==> src/hdl/gamePkg.sv <==
package gamePkg;

	typedef logic signed [10:0] coordT;
	typedef logic [7:0] rgbT;
	typedef logic [7:0] scoreT;
	typedef logic [1:0] heartsT;
	typedef logic [3:0] cooldownT;

	typedef struct packed {
		coordT x;
		coordT y;
	} pointT;

	// one draw request with its colour
	typedef struct packed {
		logic req;
		rgbT rgb;
	} drawT;

	// raster
	localparam coordT H_VISIBLE = 11'sd128;
	localparam coordT H_TOTAL = 11'sd160;
	localparam coordT V_VISIBLE = 11'sd96;
	localparam coordT V_TOTAL = 11'sd104;
	localparam coordT H_SYNC_START = 11'sd136;
	localparam coordT H_SYNC_END = 11'sd148;
	localparam coordT V_SYNC_START = 11'sd98;
	localparam coordT V_SYNC_END = 11'sd100;

	localparam int NUM_OF_BIRDS = 4;
	localparam int NUM_OF_SHOTS = 2;

	localparam coordT PLAYER_Y = 11'sd84;
	localparam coordT PLAYER_W = 11'sd8;
	localparam coordT PLAYER_H = 11'sd8;
	localparam coordT PLAYER_START_X = 11'sd60;
	localparam coordT PLAYER_STEP = 11'sd2;

	localparam coordT BIRD_W = 11'sd8;
	localparam coordT BIRD_H = 11'sd6;
	localparam coordT BIRD_COLUMN [NUM_OF_BIRDS] = '{11'sd8, 11'sd40, 11'sd72, 11'sd104};
	localparam coordT BIRD_STEP = 11'sd1;
	localparam coordT GROUND_Y = 11'sd92;

	localparam coordT SHOT_W = 11'sd2;
	localparam coordT SHOT_H = 11'sd4;
	localparam coordT SHOT_STEP = 11'sd4;
	localparam cooldownT SHOT_COOLDOWN = 4'd8;
	// frames from launch until a shot leaves the top row
	localparam int SHOT_FLIGHT = int'((PLAYER_Y - SHOT_H) / SHOT_STEP) + 1;

	localparam heartsT START_HEARTS = 2'd3;
	localparam int RESPAWN_FRAMES = 16;

	localparam rgbT BACKGROUND_RGB = 8'h5c;
	localparam rgbT PLAYER_RGB = 8'he0;
	localparam rgbT BIRD_RGB = 8'h1c;
	localparam rgbT SHOT_RGB = 8'hff;

endpackage
==> src/hdl/gameTop.sv <==
`timescale 1ns/1ps

module gameTop (
	input logic clk,
	input logic rst,
	input logic left,
	input logic right,
	input logic fire,
	output gamePkg::rgbT vgaRgb,
	output logic hSync,
	output logic vSync,
	output logic blankN,
	output gamePkg::scoreT score,
	output gamePkg::heartsT hearts,
	output logic gameOver
);
	import gamePkg::*;

	pointT pixel;
	pointT playerPos;
	logic startOfFrame;
	logic playerActive;
	drawT playerDraw;
	drawT birdsDraw;
	drawT shotsDraw;
	logic [NUM_OF_BIRDS-1:0] birdsBusReq;
	logic [NUM_OF_BIRDS-1:0] birdGround;
	logic [NUM_OF_BIRDS-1:0] birdAlive;
	logic [NUM_OF_BIRDS-1:0] birdHit;
	logic [NUM_OF_BIRDS-1:0] deployBird;
	logic [NUM_OF_SHOTS-1:0] shotsBusReq;
	logic [NUM_OF_SHOTS-1:0] shotHit;
	logic [NUM_OF_SHOTS-1:0] deployShot;
	logic playerHit;

	assign gameOver = !playerActive;

	pixelTiming pixelTiming_i (.clk(clk), .rst(rst), .pixel(pixel),
		.startOfFrame(startOfFrame), .hSync(hSync), .vSync(vSync), .blankN(blankN));

	playerUnit playerUnit_i (.clk(clk), .rst(rst), .startOfFrame(startOfFrame),
		.left(left), .right(right), .playerActive(playerActive), .pixel(pixel),
		.playerPos(playerPos), .playerDraw(playerDraw));

	birdUnit birdUnit_i (.clk(clk), .rst(rst), .startOfFrame(startOfFrame),
		.deployBird(deployBird), .birdHit(birdHit), .pixel(pixel), .birdsDraw(birdsDraw),
		.birdsBusReq(birdsBusReq), .birdGround(birdGround), .birdAlive(birdAlive));

	shotUnit shotUnit_i (.clk(clk), .rst(rst), .startOfFrame(startOfFrame),
		.deployShot(deployShot), .shotHit(shotHit), .playerPos(playerPos), .pixel(pixel),
		.shotsDraw(shotsDraw), .shotsBusReq(shotsBusReq));

	// pixel-level collisions
	hitDetect hitDetect_i (.clk(clk), .rst(rst), .startOfFrame(startOfFrame),
		.playerReq(playerDraw.req), .birdsBusReq(birdsBusReq), .shotsBusReq(shotsBusReq),
		.birdHit(birdHit), .shotHit(shotHit), .playerHit(playerHit));

	gameController gameController_i (.clk(clk), .rst(rst), .startOfFrame(startOfFrame),
		.fire(fire), .birdHit(birdHit), .birdGround(birdGround), .playerHit(playerHit),
		.birdAlive(birdAlive), .deployBird(deployBird), .deployShot(deployShot),
		.score(score), .hearts(hearts), .playerActive(playerActive));

	objectsMux objectsMux_i (.clk(clk), .rst(rst), .shotsDraw(shotsDraw),
		.birdsDraw(birdsDraw), .playerDraw(playerDraw), .rgb(vgaRgb));

endmodule

==> src/hdl/gameController.sv <==
`timescale 1ns/1ps

module gameController (
	input logic clk,
	input logic rst,
	input logic startOfFrame,
	input logic fire,
	input logic [gamePkg::NUM_OF_BIRDS-1:0] birdHit,
	input logic [gamePkg::NUM_OF_BIRDS-1:0] birdGround,
	input logic playerHit,
	input logic [gamePkg::NUM_OF_BIRDS-1:0] birdAlive,
	output logic [gamePkg::NUM_OF_BIRDS-1:0] deployBird,
	output logic [gamePkg::NUM_OF_SHOTS-1:0] deployShot,
	output gamePkg::scoreT score,
	output gamePkg::heartsT hearts,
	output logic playerActive
);
	import gamePkg::*;

	typedef enum logic {PLAY, OVER} stateT;

	stateT state;
	cooldownT respawnCnt [NUM_OF_BIRDS];
	cooldownT shotCooldown;
	logic [4:0] shotAge [NUM_OF_SHOTS];
	logic [NUM_OF_SHOTS-1:0] shotFree;
	logic [NUM_OF_SHOTS-1:0] launchPick;
	logic launch;
	logic [2:0] hitCount;
	logic [2:0] lossCount;
	logic [8:0] scoreSum;
	heartsT heartsNext;

	always_comb begin
		hitCount = '0;
		lossCount = {2'b0, playerHit};
		for (int i = 0; i < NUM_OF_BIRDS; i++) begin
			hitCount += {2'b0, birdHit[i]};
			lossCount += {2'b0, birdGround[i]};
		end
		// a shot that hit something frees its slot when its flight time ends
		for (int j = 0; j < NUM_OF_SHOTS; j++) begin
			shotFree[j] = shotAge[j] == '0;
		end
	end

	assign scoreSum = {1'b0, score} + {6'b0, hitCount};
	assign heartsNext = (lossCount >= {1'b0, hearts}) ? '0 : hearts - lossCount[1:0];
	// lowest free slot
	assign launchPick = shotFree & (-shotFree);
	assign launch = startOfFrame && state == PLAY && fire && shotCooldown == '0 && |shotFree;
	assign playerActive = state == PLAY;

	always_ff @(posedge clk) begin
		if (rst) begin
			state <= PLAY;
			score <= '0;
			hearts <= START_HEARTS;
		end else if (state == PLAY) begin
			score <= scoreSum[8] ? 8'hff : scoreSum[7:0];
			hearts <= heartsNext;
			if (heartsNext == '0) begin
				state <= OVER;
			end
		end
	end

	always_ff @(posedge clk) begin
		if (rst) begin
			deployBird <= '0;
			deployShot <= '0;
			shotCooldown <= '0;
			respawnCnt <= '{default: '0};
			shotAge <= '{default: '0};
		end else begin
			deployBird <= '0;
			deployShot <= launch ? launchPick : '0;
			if (startOfFrame) begin
				for (int i = 0; i < NUM_OF_BIRDS; i++) begin
					if (state == PLAY && !birdAlive[i]) begin
						if (respawnCnt[i] == '0) begin
							deployBird[i] <= 1'b1;
							respawnCnt[i] <= cooldownT'(RESPAWN_FRAMES - 1);
						end else begin
							respawnCnt[i] <= respawnCnt[i] - 4'd1;
						end
					end
				end
				for (int j = 0; j < NUM_OF_SHOTS; j++) begin
					if (launch && launchPick[j]) begin
						shotAge[j] <= 5'(SHOT_FLIGHT);
					end else if (!shotFree[j]) begin
						shotAge[j] <= shotAge[j] - 5'd1;
					end
				end
				if (launch) begin
					shotCooldown <= SHOT_COOLDOWN;
				end else if (shotCooldown != '0) begin
					shotCooldown <= shotCooldown - 4'd1;
				end
			end
		end
	end

	assert property (@(posedge clk) disable iff (rst) state == PLAY |=> hearts <= $past(hearts));

endmodule

==> src/hdl/objectsMux.sv <==
`timescale 1ns/1ps

module objectsMux (
	input logic clk,
	input logic rst,
	input gamePkg::drawT shotsDraw,
	input gamePkg::drawT birdsDraw,
	input gamePkg::drawT playerDraw,
	output gamePkg::rgbT rgb
);
	import gamePkg::*;

	// shots over birds over player over background
	always_ff @(posedge clk) begin
		if (rst) begin
			rgb <= '0;
		end else if (shotsDraw.req) begin
			rgb <= shotsDraw.rgb;
		end else if (birdsDraw.req) begin
			rgb <= birdsDraw.rgb;
		end else if (playerDraw.req) begin
			rgb <= playerDraw.rgb;
		end else begin
			rgb <= BACKGROUND_RGB;
		end
	end

endmodule

==> src/hdl/hitDetect.sv <==
`timescale 1ns/1ps

module hitDetect (
	input logic clk,
	input logic rst,
	input logic startOfFrame,
	input logic playerReq,
	input logic [gamePkg::NUM_OF_BIRDS-1:0] birdsBusReq,
	input logic [gamePkg::NUM_OF_SHOTS-1:0] shotsBusReq,
	output logic [gamePkg::NUM_OF_BIRDS-1:0] birdHit,
	output logic [gamePkg::NUM_OF_SHOTS-1:0] shotHit,
	output logic playerHit
);
	import gamePkg::*;

	logic [NUM_OF_BIRDS-1:0] birdNow;
	logic [NUM_OF_SHOTS-1:0] shotNow;
	logic playerNow;
	logic [NUM_OF_BIRDS-1:0] birdLatch;
	logic [NUM_OF_SHOTS-1:0] shotLatch;
	logic playerLatch;

	// overlaps on the current pixel
	always_comb begin
		birdNow = '0;
		shotNow = '0;
		for (int i = 0; i < NUM_OF_BIRDS; i++) begin
			for (int j = 0; j < NUM_OF_SHOTS; j++) begin
				if (birdsBusReq[i] && shotsBusReq[j]) begin
					birdNow[i] = 1'b1;
					shotNow[j] = 1'b1;
				end
			end
		end
	end

	assign playerNow = playerReq && |birdsBusReq;

	always_ff @(posedge clk) begin
		if (rst) begin
			birdLatch <= '0;
			shotLatch <= '0;
			playerLatch <= 1'b0;
			birdHit <= '0;
			shotHit <= '0;
			playerHit <= 1'b0;
		end else if (startOfFrame) begin
			// report last frame, start the new one with this pixel
			birdHit <= birdLatch;
			shotHit <= shotLatch;
			playerHit <= playerLatch;
			birdLatch <= birdNow;
			shotLatch <= shotNow;
			playerLatch <= playerNow;
		end else begin
			birdHit <= '0;
			shotHit <= '0;
			playerHit <= 1'b0;
			birdLatch <= birdLatch | birdNow;
			shotLatch <= shotLatch | shotNow;
			playerLatch <= playerLatch | playerNow;
		end
	end

endmodule

==> src/hdl/shotUnit.sv <==
`timescale 1ns/1ps

module shotUnit (
	input logic clk,
	input logic rst,
	input logic startOfFrame,
	input logic [gamePkg::NUM_OF_SHOTS-1:0] deployShot,
	input logic [gamePkg::NUM_OF_SHOTS-1:0] shotHit,
	input gamePkg::pointT playerPos,
	input gamePkg::pointT pixel,
	output gamePkg::drawT shotsDraw,
	output logic [gamePkg::NUM_OF_SHOTS-1:0] shotsBusReq
);
	import gamePkg::*;

	pointT shotPos [NUM_OF_SHOTS];
	logic [NUM_OF_SHOTS-1:0] shotAlive;
	logic [NUM_OF_SHOTS-1:0] leaving;

	always_comb begin
		for (int j = 0; j < NUM_OF_SHOTS; j++) begin
			leaving[j] = shotPos[j].y - SHOT_STEP < 11'sd0;
			shotsBusReq[j] = shotAlive[j]
				&& pixel.x >= shotPos[j].x && pixel.x < shotPos[j].x + SHOT_W
				&& pixel.y >= shotPos[j].y && pixel.y < shotPos[j].y + SHOT_H;
		end
	end

	assign shotsDraw = '{req: |shotsBusReq, rgb: SHOT_RGB};

	always_ff @(posedge clk) begin
		if (rst) begin
			shotAlive <= '0;
		end else begin
			for (int j = 0; j < NUM_OF_SHOTS; j++) begin
				if (deployShot[j]) begin
					shotAlive[j] <= 1'b1;
				end else if (shotHit[j] || (startOfFrame && leaving[j])) begin
					shotAlive[j] <= 1'b0;
				end
			end
		end
	end

	// launch centred just above the player sprite
	always_ff @(posedge clk) begin
		for (int j = 0; j < NUM_OF_SHOTS; j++) begin
			if (deployShot[j]) begin
				shotPos[j].x <= playerPos.x + ((PLAYER_W - SHOT_W) >>> 1);
				shotPos[j].y <= playerPos.y - SHOT_H;
			end else if (startOfFrame && shotAlive[j] && !leaving[j]) begin
				shotPos[j].y <= shotPos[j].y - SHOT_STEP;
			end
		end
	end

endmodule

==> src/hdl/birdUnit.sv <==
`timescale 1ns/1ps

module birdUnit (
	input logic clk,
	input logic rst,
	input logic startOfFrame,
	input logic [gamePkg::NUM_OF_BIRDS-1:0] deployBird,
	input logic [gamePkg::NUM_OF_BIRDS-1:0] birdHit,
	input gamePkg::pointT pixel,
	output gamePkg::drawT birdsDraw,
	output logic [gamePkg::NUM_OF_BIRDS-1:0] birdsBusReq,
	output logic [gamePkg::NUM_OF_BIRDS-1:0] birdGround,
	output logic [gamePkg::NUM_OF_BIRDS-1:0] birdAlive
);
	import gamePkg::*;

	coordT birdY [NUM_OF_BIRDS];
	logic [NUM_OF_BIRDS-1:0] landing;

	always_comb begin
		for (int i = 0; i < NUM_OF_BIRDS; i++) begin
			// bottom row would pass the ground after the next step
			landing[i] = birdY[i] + BIRD_STEP + BIRD_H > GROUND_Y;
			birdsBusReq[i] = birdAlive[i]
				&& pixel.x >= BIRD_COLUMN[i] && pixel.x < BIRD_COLUMN[i] + BIRD_W
				&& pixel.y >= birdY[i] && pixel.y < birdY[i] + BIRD_H;
		end
	end

	assign birdsDraw = '{req: |birdsBusReq, rgb: BIRD_RGB};

	always_ff @(posedge clk) begin
		if (rst) begin
			birdAlive <= '0;
			birdGround <= '0;
		end else begin
			birdGround <= '0;
			for (int i = 0; i < NUM_OF_BIRDS; i++) begin
				if (deployBird[i]) begin
					birdAlive[i] <= 1'b1;
				end else if (birdHit[i]) begin
					birdAlive[i] <= 1'b0;
				end else if (startOfFrame && birdAlive[i] && landing[i]) begin
					birdAlive[i] <= 1'b0;
					birdGround[i] <= 1'b1;
				end
			end
		end
	end

	always_ff @(posedge clk) begin
		for (int i = 0; i < NUM_OF_BIRDS; i++) begin
			if (deployBird[i]) begin
				birdY[i] <= '0;
			end else if (startOfFrame && birdAlive[i] && !landing[i]) begin
				birdY[i] <= birdY[i] + BIRD_STEP;
			end
		end
	end

	// controller only refills empty slots
	assert property (@(posedge clk) disable iff (rst) (deployBird & birdAlive) == '0);

endmodule

==> src/hdl/playerUnit.sv <==
`timescale 1ns/1ps

module playerUnit (
	input logic clk,
	input logic rst,
	input logic startOfFrame,
	input logic left,
	input logic right,
	input logic playerActive,
	input gamePkg::pointT pixel,
	output gamePkg::pointT playerPos,
	output gamePkg::drawT playerDraw
);
	import gamePkg::*;

	coordT posX;
	coordT leftX;
	coordT rightX;

	// clamped targets for both directions
	always_comb begin
		leftX = posX - PLAYER_STEP;
		rightX = posX + PLAYER_STEP;
		if (leftX < 11'sd0) begin
			leftX = 11'sd0;
		end
		if (rightX > H_VISIBLE - PLAYER_W) begin
			rightX = H_VISIBLE - PLAYER_W;
		end
	end

	always_ff @(posedge clk) begin
		if (rst) begin
			posX <= PLAYER_START_X;
		end else if (startOfFrame && playerActive) begin
			if (left && !right) begin
				posX <= leftX;
			end else if (right && !left) begin
				posX <= rightX;
			end
		end
	end

	assign playerPos = '{x: posX, y: PLAYER_Y};

	assign playerDraw.req = pixel.x >= posX && pixel.x < posX + PLAYER_W
		&& pixel.y >= PLAYER_Y && pixel.y < PLAYER_Y + PLAYER_H;
	assign playerDraw.rgb = PLAYER_RGB;

endmodule

==> src/hdl/pixelTiming.sv <==
`timescale 1ns/1ps

module pixelTiming (
	input logic clk,
	input logic rst,
	output gamePkg::pointT pixel,
	output logic startOfFrame,
	output logic hSync,
	output logic vSync,
	output logic blankN
);
	import gamePkg::*;

	coordT hCount;
	coordT vCount;
	logic lineEnd;

	assign lineEnd = hCount == H_TOTAL - 11'sd1;
	assign pixel = '{x: hCount, y: vCount};
	assign startOfFrame = hCount == 11'sd0 && vCount == 11'sd0;

	always_ff @(posedge clk) begin
		if (rst) begin
			hCount <= '0;
			vCount <= '0;
		end else begin
			hCount <= lineEnd ? 11'sd0 : hCount + 11'sd1;
			if (lineEnd) begin
				vCount <= (vCount == V_TOTAL - 11'sd1) ? 11'sd0 : vCount + 11'sd1;
			end
		end
	end

	// one cycle behind pixel, same as the mux output
	always_ff @(posedge clk) begin
		if (rst) begin
			hSync <= 1'b1;
			vSync <= 1'b1;
			blankN <= 1'b0;
		end else begin
			hSync <= !(hCount >= H_SYNC_START && hCount < H_SYNC_END);
			vSync <= !(vCount >= V_SYNC_START && vCount < V_SYNC_END);
			blankN <= hCount < H_VISIBLE && vCount < V_VISIBLE;
		end
	end

	// frame start is a single-cycle strobe
	assert property (@(posedge clk) disable iff (rst) startOfFrame |=> !startOfFrame);

endmodule

==> config.mk <==
export PLATFORM = sky130hd
export DESIGN_NAME = gameTop
export DESIGN_NICKNAME = d
export VERILOG_FILES = /design/src/hdl/gamePkg.sv /design/src/hdl/gameTop.sv /design/src/hdl/gameController.sv /design/src/hdl/objectsMux.sv /design/src/hdl/hitDetect.sv /design/src/hdl/shotUnit.sv /design/src/hdl/birdUnit.sv /design/src/hdl/playerUnit.sv /design/src/hdl/pixelTiming.sv
export SDC_FILE = /design/constraint.sdc
export NUM_CORES = 1
export LEC_CHECK = 0
export ABC_AREA = 1
export BUFFER_PORTS_ARGS = -buffer_cell sky130_fd_sc_hd__buf_2
export CAP_MARGIN = 40
export CORE_ASPECT_RATIO = 2
export CORE_UTILIZATION = 31
export CTS_BUF_LIST = sky130_fd_sc_hd__clkbuf_16
export DETAILED_ROUTE_END_ITERATION = 7
export PLACE_DENSITY = 0.56
export RECOVER_POWER = 50
export SYNTH_ARGS = -nofsm -noshare
export SYNTH_HDL_FRONTEND = slang
export SYNTH_SLANG_ARGS = --single-unit
==> constraint.sdc <==
create_clock -name clk -period 4.05 [get_ports clk]
set_input_delay 0.2025 -clock clk [delete_from_list [all_inputs] [get_ports clk]]
set_output_delay 0.2025 -clock clk [all_outputs]
set_load 0.02 [all_outputs]
Word-level counts from Yosys, hierarchy flattened
Memories as Yosys holds them, arrays and structs flattened.
Cells that the tools add are included.
W data, S select, Z words.

storage, ports and cells
  input port bits = 5
  bits in registers = 115
  bits in read-only memories = 0
  latch bits = 0
  memories = 2
  bits in writable memories = 88
  output and inout bits = 22
  logic and storage cells = 372

cells by class
  divide/modulo/power cells = 0
  bitwise logic cells = 17
  shifts and indexed selects = 0
  add/sub/neg operators = 41
  $mul = 0
  muxes and demuxes = 100
  reduce and logical (&&, ||, !) cells = 127
  equal/unequal tests = 4
  $lt $le $gt $ge = 43

memories
  name                depth  bits a word  rd ports  clocked after memory_dff  wr ports  RTL line        RTL
  birdUnit_i.birdY    4      11           4         0                         4         birdUnit.sv:17  coordT birdY [NUM_OF_BIRDS];
  shotUnit_i.shotPos  2      22           2         0                         2         shotUnit.sv:16  pointT shotPos [NUM_OF_SHOTS];

operators with widths
  cell                     number
  $mux W11                 11
  $add A11 B4 Y11 const B  10
  $ge A11 B11 Y1           9
  $lt A11 B11 Y1           9
  $mux W1                  72
  $logic_and A1 B1 Y1      70
  $add A11 B2 Y11 const B  6
  $gt A11 B8 Y1 const B    5
  $lt A11 B8 Y1 const B    5
  $add A11 B3 Y11 const B  4
  $ge A11 B8 Y1 const B    4
  $lt A11 B1 Y1 const B    3
  $mux W8                  4
  $mux W4                  7
  $reduce_or A3 Y1         8
  $logic_not A11 Y1        2
  $lt A11 B9 Y1 const B    2
  $sub A11 B4 Y11 const B  2
  $logic_not A4 Y1         5
  $mux W5                  4
  $sub A4 B1 Y4 const B    5
  $reduce_and A2 Y1        8
  $add A3 B1 Y3            5
  $logic_not A1 Y1         14
  other kinds (30)         58

Logic depth before layout (Yosys ltp)
Gate-level depths: netlist (run 1).
An unclocked memory read counts as a cell.

  depth after elaboration = 13
  gate-level depth with buffers = 19
  gate-level depth less buffers = 18

Modules after synthesis
From an unflattened synthesis (run 1), not the netlist that was laid out.

unflattened totals
  cells, all modules = 2541
  area, all modules = 18396.4 um^2

modules (own cells, without submodules)
  module          instances  sequential area each (um^2)  area each (um^2)  cells an instance
  birdUnit        1          1481.4                       6616.3            947
  shotUnit        1          1361.3                       5032.3            637
  gameController  1          940.9                        2676.3            346
  playerUnit      1          200.2                        1696.6            257
  pixelTiming     1          500.5                        1425.1            222
  hitDetect       1          280.3                        521.8             64
  objectsMux      1          160.2                        424.2             67
  gameTop         1          0.0                          3.8               1

Worst setup path before layout (run 1)
OpenSTA, ideal clock, no wires.

  kind = register -> register
  start point = register birdUnit_i.birdGround[0] (netlist name)
  end point = register gameController_i.hearts[1]
  arrival time = 2549 ps
  stages on the path, launching flop included = 14
  buffers on the path = 0
  path slack = 1425 ps
  period minus slack after synthesis = 2625 ps
  library setup time = 76 ps
  data required time = 3974 ps
  cells stage by stage = dfxtp_1 ha_1 inv_1 fa_1 inv_1 ha_1 inv_1 fa_1 inv_1 ha_1 xor2_1 nor4_1 nor2_1 o21ai_0

on the way
  word-level cells in the longest chain between the ends = 6
  elaborated cells between the ends (all ways) = 7
  classes of those cells = add/sub (5); order compare (1); mux (1)

RTL lines
  item                                                  RTL line              RTL
  from (decl)                                           birdUnit.sv:12        output logic [gamePkg::NUM_OF_BIRDS-1:0] birdGround,
  from (signal assigned)                                birdUnit.sv:35        birdGround <= '0;
  from (signal assigned)                                birdUnit.sv:37        birdGround <= '0;
  from (signal, indexed assignment)                     birdUnit.sv:45        birdGround[i] <= 1'b1;
  $add A1 B1 Y2 (*)                                     gameController.sv:39  lossCount += {2'b0, birdGround[i]};
  $add A3 B1 Y3 (*) (3 in a row)                        gameController.sv:39
  $ge A3 B2 Y1 / $sub A2 B2 Y2 (equally long branches)  gameController.sv:48  assign heartsNext = (lossCount >= {1'b0, hearts}) ? '0 : hearts - lossCount[1:0];
  $mux W2 (*)                                           gameController.sv:48
  to (signal assigned)                                  gameController.sv:61  hearts <= heartsNext;
  to (decl)                                             gameController.sv:15  output gamePkg::heartsT hearts,

Mark *: on every way between the ends. The rest lies on a longest branch, timed or not.
A chain may end at the register's enable or synchronous reset.

Worst setup path after layout (run 1)
  start point = register pixelTiming_i.hCount[3]
  end point = register pixelTiming_i.vCount[7]

on the way
  word-level cells in the longest chain between the ends = 1

RTL lines
  item                    RTL line           RTL
  from (decl)             pixelTiming.sv:14  coordT hCount;
  from (signal assigned)  pixelTiming.sv:27  hCount <= lineEnd ? 11'sd0 : hCount + 11'sd1;
  $eq A11 B9 Y1           pixelTiming.sv:18  assign lineEnd = hCount == H_TOTAL - 11'sd1;
  to (signal assigned)    pixelTiming.sv:29  vCount <= (vCount == V_TOTAL - 11'sd1) ? 11'sd0 : vCount + 11'sd1;
  to (decl)               pixelTiming.sv:15  coordT vCount;

No other way between the ends.

==> results by group, run 1 <==
Run status
  • Status: finished with violations
  • Failing checks: DRC

Cells and area
  • Ant diodes: 0
  • Post-route insts no fill: about 3000
  • Final Util: between 30% and 40%
  • Most frequent cells in the layout: nand2_1 (518), inv_1 (300), ha_1 (237)
  • Layout cells sized above 1: 5.96%
  • Most common cell after layout, fill and taps aside: nand2_1
  • Nets@finish: 2583
  • Layout area overhead: 8.91%

Drt
  • DR pass1 iterations: 8
  • Routed wl met2: 27.5 mm
  • Final ANT Viol Nets: 0
  • DRC viols: 3
  • WL final: 48.3 mm
  • Vias/cell: 5.08
  • Metal3 WL: 1.15 mm
  • Met1 WL: 16.7 mm
  • Max layer used: met4
  • Drt initial violations: 684
  • Avg WL per Cell: 16.0 um
  • Vias: roughly 15000

Clock network
  • Worst-path clk slew: roughly 0.08 ns
  • CTS sink count: approximately 190
  • Clk_lat worst skew: 0.47 ns
  • CTS buffer count: 17
  • Post-cts sizing count: 0
  • Clk buf depth: 2
  • Post-CTS setup buffer count: 0
  • H-tree Lvls: 4
  • CTS root buf: clkbuf_16
  • CTS tree: yes
  • Hold Buf Count CTS: 0

Timing
  • Setup_tns: 0 ns
  • Final setup fails: 0
  • RSZ-0062 raised after global routing: false
  • Min Clock Period, post-route: 3.43 ns
  • Final clock skew: 0.0106 ns
  • Worst setup margin: a little over 0.6 ns
  • Final-report hold violation count: 0
  • Fmax achieved: 0.292 GHz
  • Max-slew headroom: 13.3%
  • Fin. max-slew vios: 0
  • WHS: 0.168 ns
  • Final Cycle Share: 84.6%
  • Worst Max-Slew Pin Slew: 1.29 ns

Logic synthesis
  • Multiplexer area fraction after synthesis: 0.0602%
  • Main area contributors after synthesis: ha_1 (18%), edfxtp_1 (15%), dfxtp_1 (13%)
  • Yosys reg bits: 192
  • Sequential area share after synthesis: 28.0%
  • Unique masters post-synth: between 40 and 50
  • Syn. warnings: 0
  • Synth Area in Simple Gates: 30.7%
  • Share of the synthesized area in the top cell type: 17.8%
  • Post-synth top area cell: ha_1
  • Syn Area/Cell: 7.21 um2
  • Area fraction in compound gates after synthesis: 9.27%
  • Post-synthesis cell count: approximately 2300
  • Largest family of logic cells by synthesized area: simple AND/OR/NAND/NOR gates
  • XOR/XNOR share of the synthesized area: 5.47%
  • Mapped cell area: 16600 um2
  • Adder-cell area share of the yosys netlist: 18.3%

Global route
  • Gr usage total: 17.9%
  • Vias in the first global route: 15400
  • Antenna violations before repair: 0
  • GR Overflow Total: 0
  • Largest net degree at the start of global routing: 44
  • First-pass GRT wire length: 77.3 mm

Die
  • Num rows: between 100 and 150
  • Die Wd: 166 um
  • IO Count: 27
  • Die area: 54700 um2
  • Core area: 52900 um2
  • Starting Density: 31.5%
  • Die Span Y: 330 um

Worst setup path
  • Critical Path AT: 3.76 ns
  • Critical path class: flop to flop
  • Startpoint Class: flop
  • Worst-path fanout max: 10
  • Worst Setup End Kind: flop
  • Req. time, crit path: 4.38 ns

Power and ir drop
  • LEAKAGE: 8.69 nW
  • PD cells: 347 nW/um2
  • Flop pwr share: 39.7%
  • Clock group share of total power: about 29%
  • Logic pwr share: 31.7%
  • P_int: 0.00379 W
  • Sw Ratio: a little under 40%
  • Psw: approximately 0.0025 W
  • Peak supply drop: 0.308 mV

Place
  • Post-Place Cells: 2983
  • Gpl congestion: about 0.9
  • HPWL Detailed: 38.9 mm
  • Port buffer count: 26
  • Setup WS pre-CTS: around 0.8 ns

Flow run
  • Max_cap viols: 0

Worst hold path
  • Hold crit path type: input pin to flop
==> worst max-delay path: stages, from the launching register on <==
cell and delay (ns):
dfxtp_1 0.70, inv_1 0.34, nor2_1 0.21, nand2_1 0.10
nor4_1 1.01, inv_1 0.22, o21ai_1 0.57, nor3_1 0.13
==> cells in the mapped netlist (all sizes together) <==
cell     instances
buf             15
conb             1
inv            309
o211ai           7
a21oi          148
edfxtp          82
mux2i            1
or2              9
clkinv           7
o21ai           92
nand3          156
nand3b          12
o22ai            3
nor4            12
a31oi            9
o21a             7
ha             237
nor3b            9
nor3            67
clkbuf          16
xor2            96
o2111ai          6
fa               4
o21bai           5
a21o             5
nand2          536
nand4           56
dfxtp          110
xnor2            8
a211oi           4
nor2           279
==> routing by layer <==
metal | up-vias | track usage [%]
li1 | 7707 | -
met1 | 7158 | 15.9
met2 | 299 | 37.2
met3 | 141 | 1.99
met4 | 0 | 12.3
met5 | - | 0
==> cell type report <==
type / instances / area, um2
Fill cell: 5490 / 34700
Sequential cell: 192 / 4660
Inverter: 316 / 1190
Tap cell: 665 / 832
Clock buffer: 18 / 450
Timing Repair Buffer: 40 / 230
Multi-Input combinational cell: 1770 / 10600
Clock inverter: 14 / 156
==> power groups by stage <==
stage                     clock network (W)  registers (W)  logic, W
after CTS                           0.00185        0.00249   0.00201
after global routing                0.00190        0.00252   0.00228
after global placement                    0        0.00253   0.00195
final                               0.00180        0.00249   0.00199
after detailed placement                  0        0.00253   0.00200
after floorplan                           0        0.00247   0.00152
==> metrics by stage <==
| step | total power, W | cell area [um2] |
|---|---|---|
| detailed placement | 0.00453 | 17600 |
| CTS | 0.00635 | 18200 |
| global route | 0.00671 | 18100 |
| finish | 0.00628 | 18100 |
| global placement | 0.00448 | 17500 |
| floorplan | 0.00398 | 16600 |
==> final timing paths <==
path                            startpoint                       to  slack [ns]  cells past startpoint
hold reg to reg   hitDetect_i.birdLatch[1]   hitDetect_i.birdHit[1]        0.46                      2
setup / recovery   pixelTiming_i.hCount[3]  pixelTiming_i.vCount[7]        0.62                      7
hold / removal                         rst  pixelTiming_i.hCount[9]        0.17                      4
setup reg to reg   pixelTiming_i.hCount[3]  pixelTiming_i.vCount[7]        0.62                      7
==> cells by family after synthesis <==
group,count (synthesis)
flops,192
compound gates,286
buf+inv,347
other cells,1
simple gates,1136
mux,1
xor+xnor,104
fa+ha+maj,241
==> state kept, by name, indices dropped and copies added, names as in the netlist, 8 cells and up <==
signal / count
gameController_i.score: 8
birdUnit_i.birdY: 44
gameController_i.shotAge: 10
gameController_i.respawnCnt: 16
pixelTiming_i.vCount: 11
pixelTiming_i.hCount: 11
shotUnit_i.shotPos: 38
playerUnit_i.posX: 10
Note: power is estimated with default switching activity, not from simulation.
==> inputs of run 2 (changes only) <==
==> constraint.sdc (replaced) <==
create_clock -name clk -period 3.4 [get_ports clk]
set_input_delay 0.17 -clock clk [delete_from_list [all_inputs] [get_ports clk]]
set_output_delay 0.17 -clock clk [all_outputs]
set_load 0.02 [all_outputs]
==> results by group, run 2 (synthesis gave the netlist of run 1 again) <==
Run status
  • Status: finished with violations
  • Failing checks: DRC

Cells and area
  • Nets@finish: 2597
  • Layout cells sized above 1: 6.60%
  • Max reg flops: 44
  • Most frequent cells in the layout: nand2_1 (517), inv_1 (301), ha_1 (237)
  • Layout area overhead: 9.29%
  • Ant diodes: 0
  • FILL cells: 5540
  • Post-Layout Inst Area: ~18000 um2
  • Largest reg by FF count: birdUnit_i.birdY
  • Most common cell after layout, fill and taps aside: nand2_1
  • Biggest regs: birdUnit_i.birdY (44), shotUnit_i.shotPos (38), gameController_i.respawnCnt (16)

Worst setup path
  • Critical Path AT: around 3.1 ns
  • Startpoint Class: flop
  • Worst Setup End Kind: flop
  • Worst r2r src: birdUnit_i.birdY[0][0]
  • Critical path class: flop to flop
  • Reg2Reg Setup Slack: 0.39 ns
  • Worst-path fanout max: 11
  • CP startpoint: birdUnit_i.birdY[0][0]
  • Req. time, crit path: 3.51 ns

Timing
  • Max-slew headroom: 41.3%
  • Fmax achieved: 0.332 GHz
  • Final Cycle Share: 88.5%
  • RSZ-0062 raised after global routing: false
  • Final setup fails: 0
  • Setup_tns: 0 ns
  • Fin. max-slew vios: 0
  • Final clock skew: 0.0116 ns
  • Final-report hold violation count: 0
  • WHS: 0.130 ns
  • Worst Max-Slew Pin Slew: 0.879 ns
  • Min Clock Period, post-route: approximately 3 ns

Drt
  • DRC viols: 3
  • Final ANT Viol Nets: 0
  • DR pass1 iterations: 8
  • Drt initial violations: about 600
  • Avg WL per Cell: 15.8 um
  • WL final: 47.9 mm
  • Vias/cell: 5.01
  • Vias: 15200

Power and ir drop
  • Sw Ratio: 39.3%
  • P_int: 0.00445 W
  • Psw: 0.00288 W
  • Peak supply drop: around 0.37 mV
  • Logic pwr share: 32.0%
  • LEAKAGE: between 8 and 9 nW
  • Clock group share of total power: 27.6%
  • PD cells: 403 nW/um2
  • Flop pwr share: about 40%
  • Overall power: between 0.007 and 0.008 W

Global route
  • Largest net degree at the start of global routing: 45
  • Gr usage total: 17.8%
  • First-pass GRT wire length: approximately 77 mm
  • GR Overflow Total: 0
  • Antenna violations before repair: 0
  • Vias in the first global route: 15500

Die
  • Core area: 52900 um2
  • IO Count: 27
  • Die Wd: about 170 um
  • Die Span Y: 330 um
  • Starting Density: 31.5%
  • Die area: 54700 um2
  • Num rows: 119

Clock network
  • Worst-path clk slew: about 0.080 ns
  • CTS tree: yes
  • CTS root buf: clkbuf_16
  • H-tree Lvls: 4
  • CTS sink count: ~190
  • Post-CTS setup buffer count: 0
  • Post-cts sizing count: 0
  • Hold Buf Count CTS: 0
  • Clk_lat worst skew: 0.47 ns
  • Clk buf depth: 2
  • CTS buffer count: 17

Flow run
  • Max_cap viols: 0

Place
  • Port buffer count: 26
  • Area after DPL: around 18000 um2
  • Gpl congestion: between 0.9 and 1
  • HPWL Detailed: between 30 and 40 mm

Worst hold path
  • Hold path start: fire
  • Hold crit path type: input pin to flop
==> run 2: changes by cell type in the layout (fill, tap and decap cells not counted), moves of 2 or more <==
cell | before | now
buf_4 | 8 | 23
clkinv_4 | 1 | 3
buf_8 | 4 | 2
inv_12 | 2 | 0
inv_2 | 9 | 11
==> run 2: worst paths after layout <==
path,to,depth (start not counted)
hold / removal,gameController_i.shotAge[4],5
setup reg to reg,birdUnit_i.birdY[0][0],17
hold reg to reg,hitDetect_i.birdHit[1],2
setup / recovery,birdUnit_i.birdY[0][0],17
==> run 2: worst max-delay path: stages (launching register included) <==
cell      delay (ns)
edfxtp_1        0.51
ha_1            0.28
nand2_1         0.08
nand2_1         0.12
ha_1            0.21
inv_1           0.07
nand3_1         0.13
nor2_1          0.17
nand2_1         0.11
nor2_1          0.13
nand2_1         0.07
nand2_1         0.05
nand2_1         0.04
nor2_1          0.08
nand2_1         0.07
nand2_1         0.09
nand2_1         0.06
nand2_1         0.38
==> run 2: routing by layer <==
metal,GRT usage [%],share of wire [%],vias to the layer above
met3,1.92,2.0,127
met4,12.1,6.1,0
li1,-,-,7735
met1,15.6,35,7074
met2,37.3,57,252
met5,0,0,-
==> run 2: cell type report <==
class	count	area [um2]	area share, %
Clock buffer	17	425	2.34
Clock inverter	15	134	0.736
Inverter	316	1190	6.52
Multi-Input combinational cell	1770	10600	58.4
Sequential cell	192	4660	25.6
Tap cell	665	832	4.57
Timing Repair Buffer	54	317	1.74
==> run 2: stage by stage <==
stage / setup slack, ns / util (%) / std cells
after floorplan: 0.775 / - / 2309
after global placement: 0.459 / 33.4 / 2995
after detailed placement: 0.390 / 33.4 / 2997
after CTS: 0.389 / 34.5 / 3029
after global routing: 0.0658 / 34.4 / 3029
final: 0.390 / 34.4 / 3029
==> run 2: power by group through the flow <==
stage | registers (W) | logic [W] | clock network, W
2_1_floorplan | 0.00294 | 0.00181 | 0
3_3_place_gp | 0.00300 | 0.00231 | 0
3_5_place_dp | 0.00301 | 0.00236 | 0
4_1_cts | 0.00296 | 0.00237 | 0.00206
5_1_grt | 0.00300 | 0.00271 | 0.00213
6_report | 0.00296 | 0.00234 | 0.00202
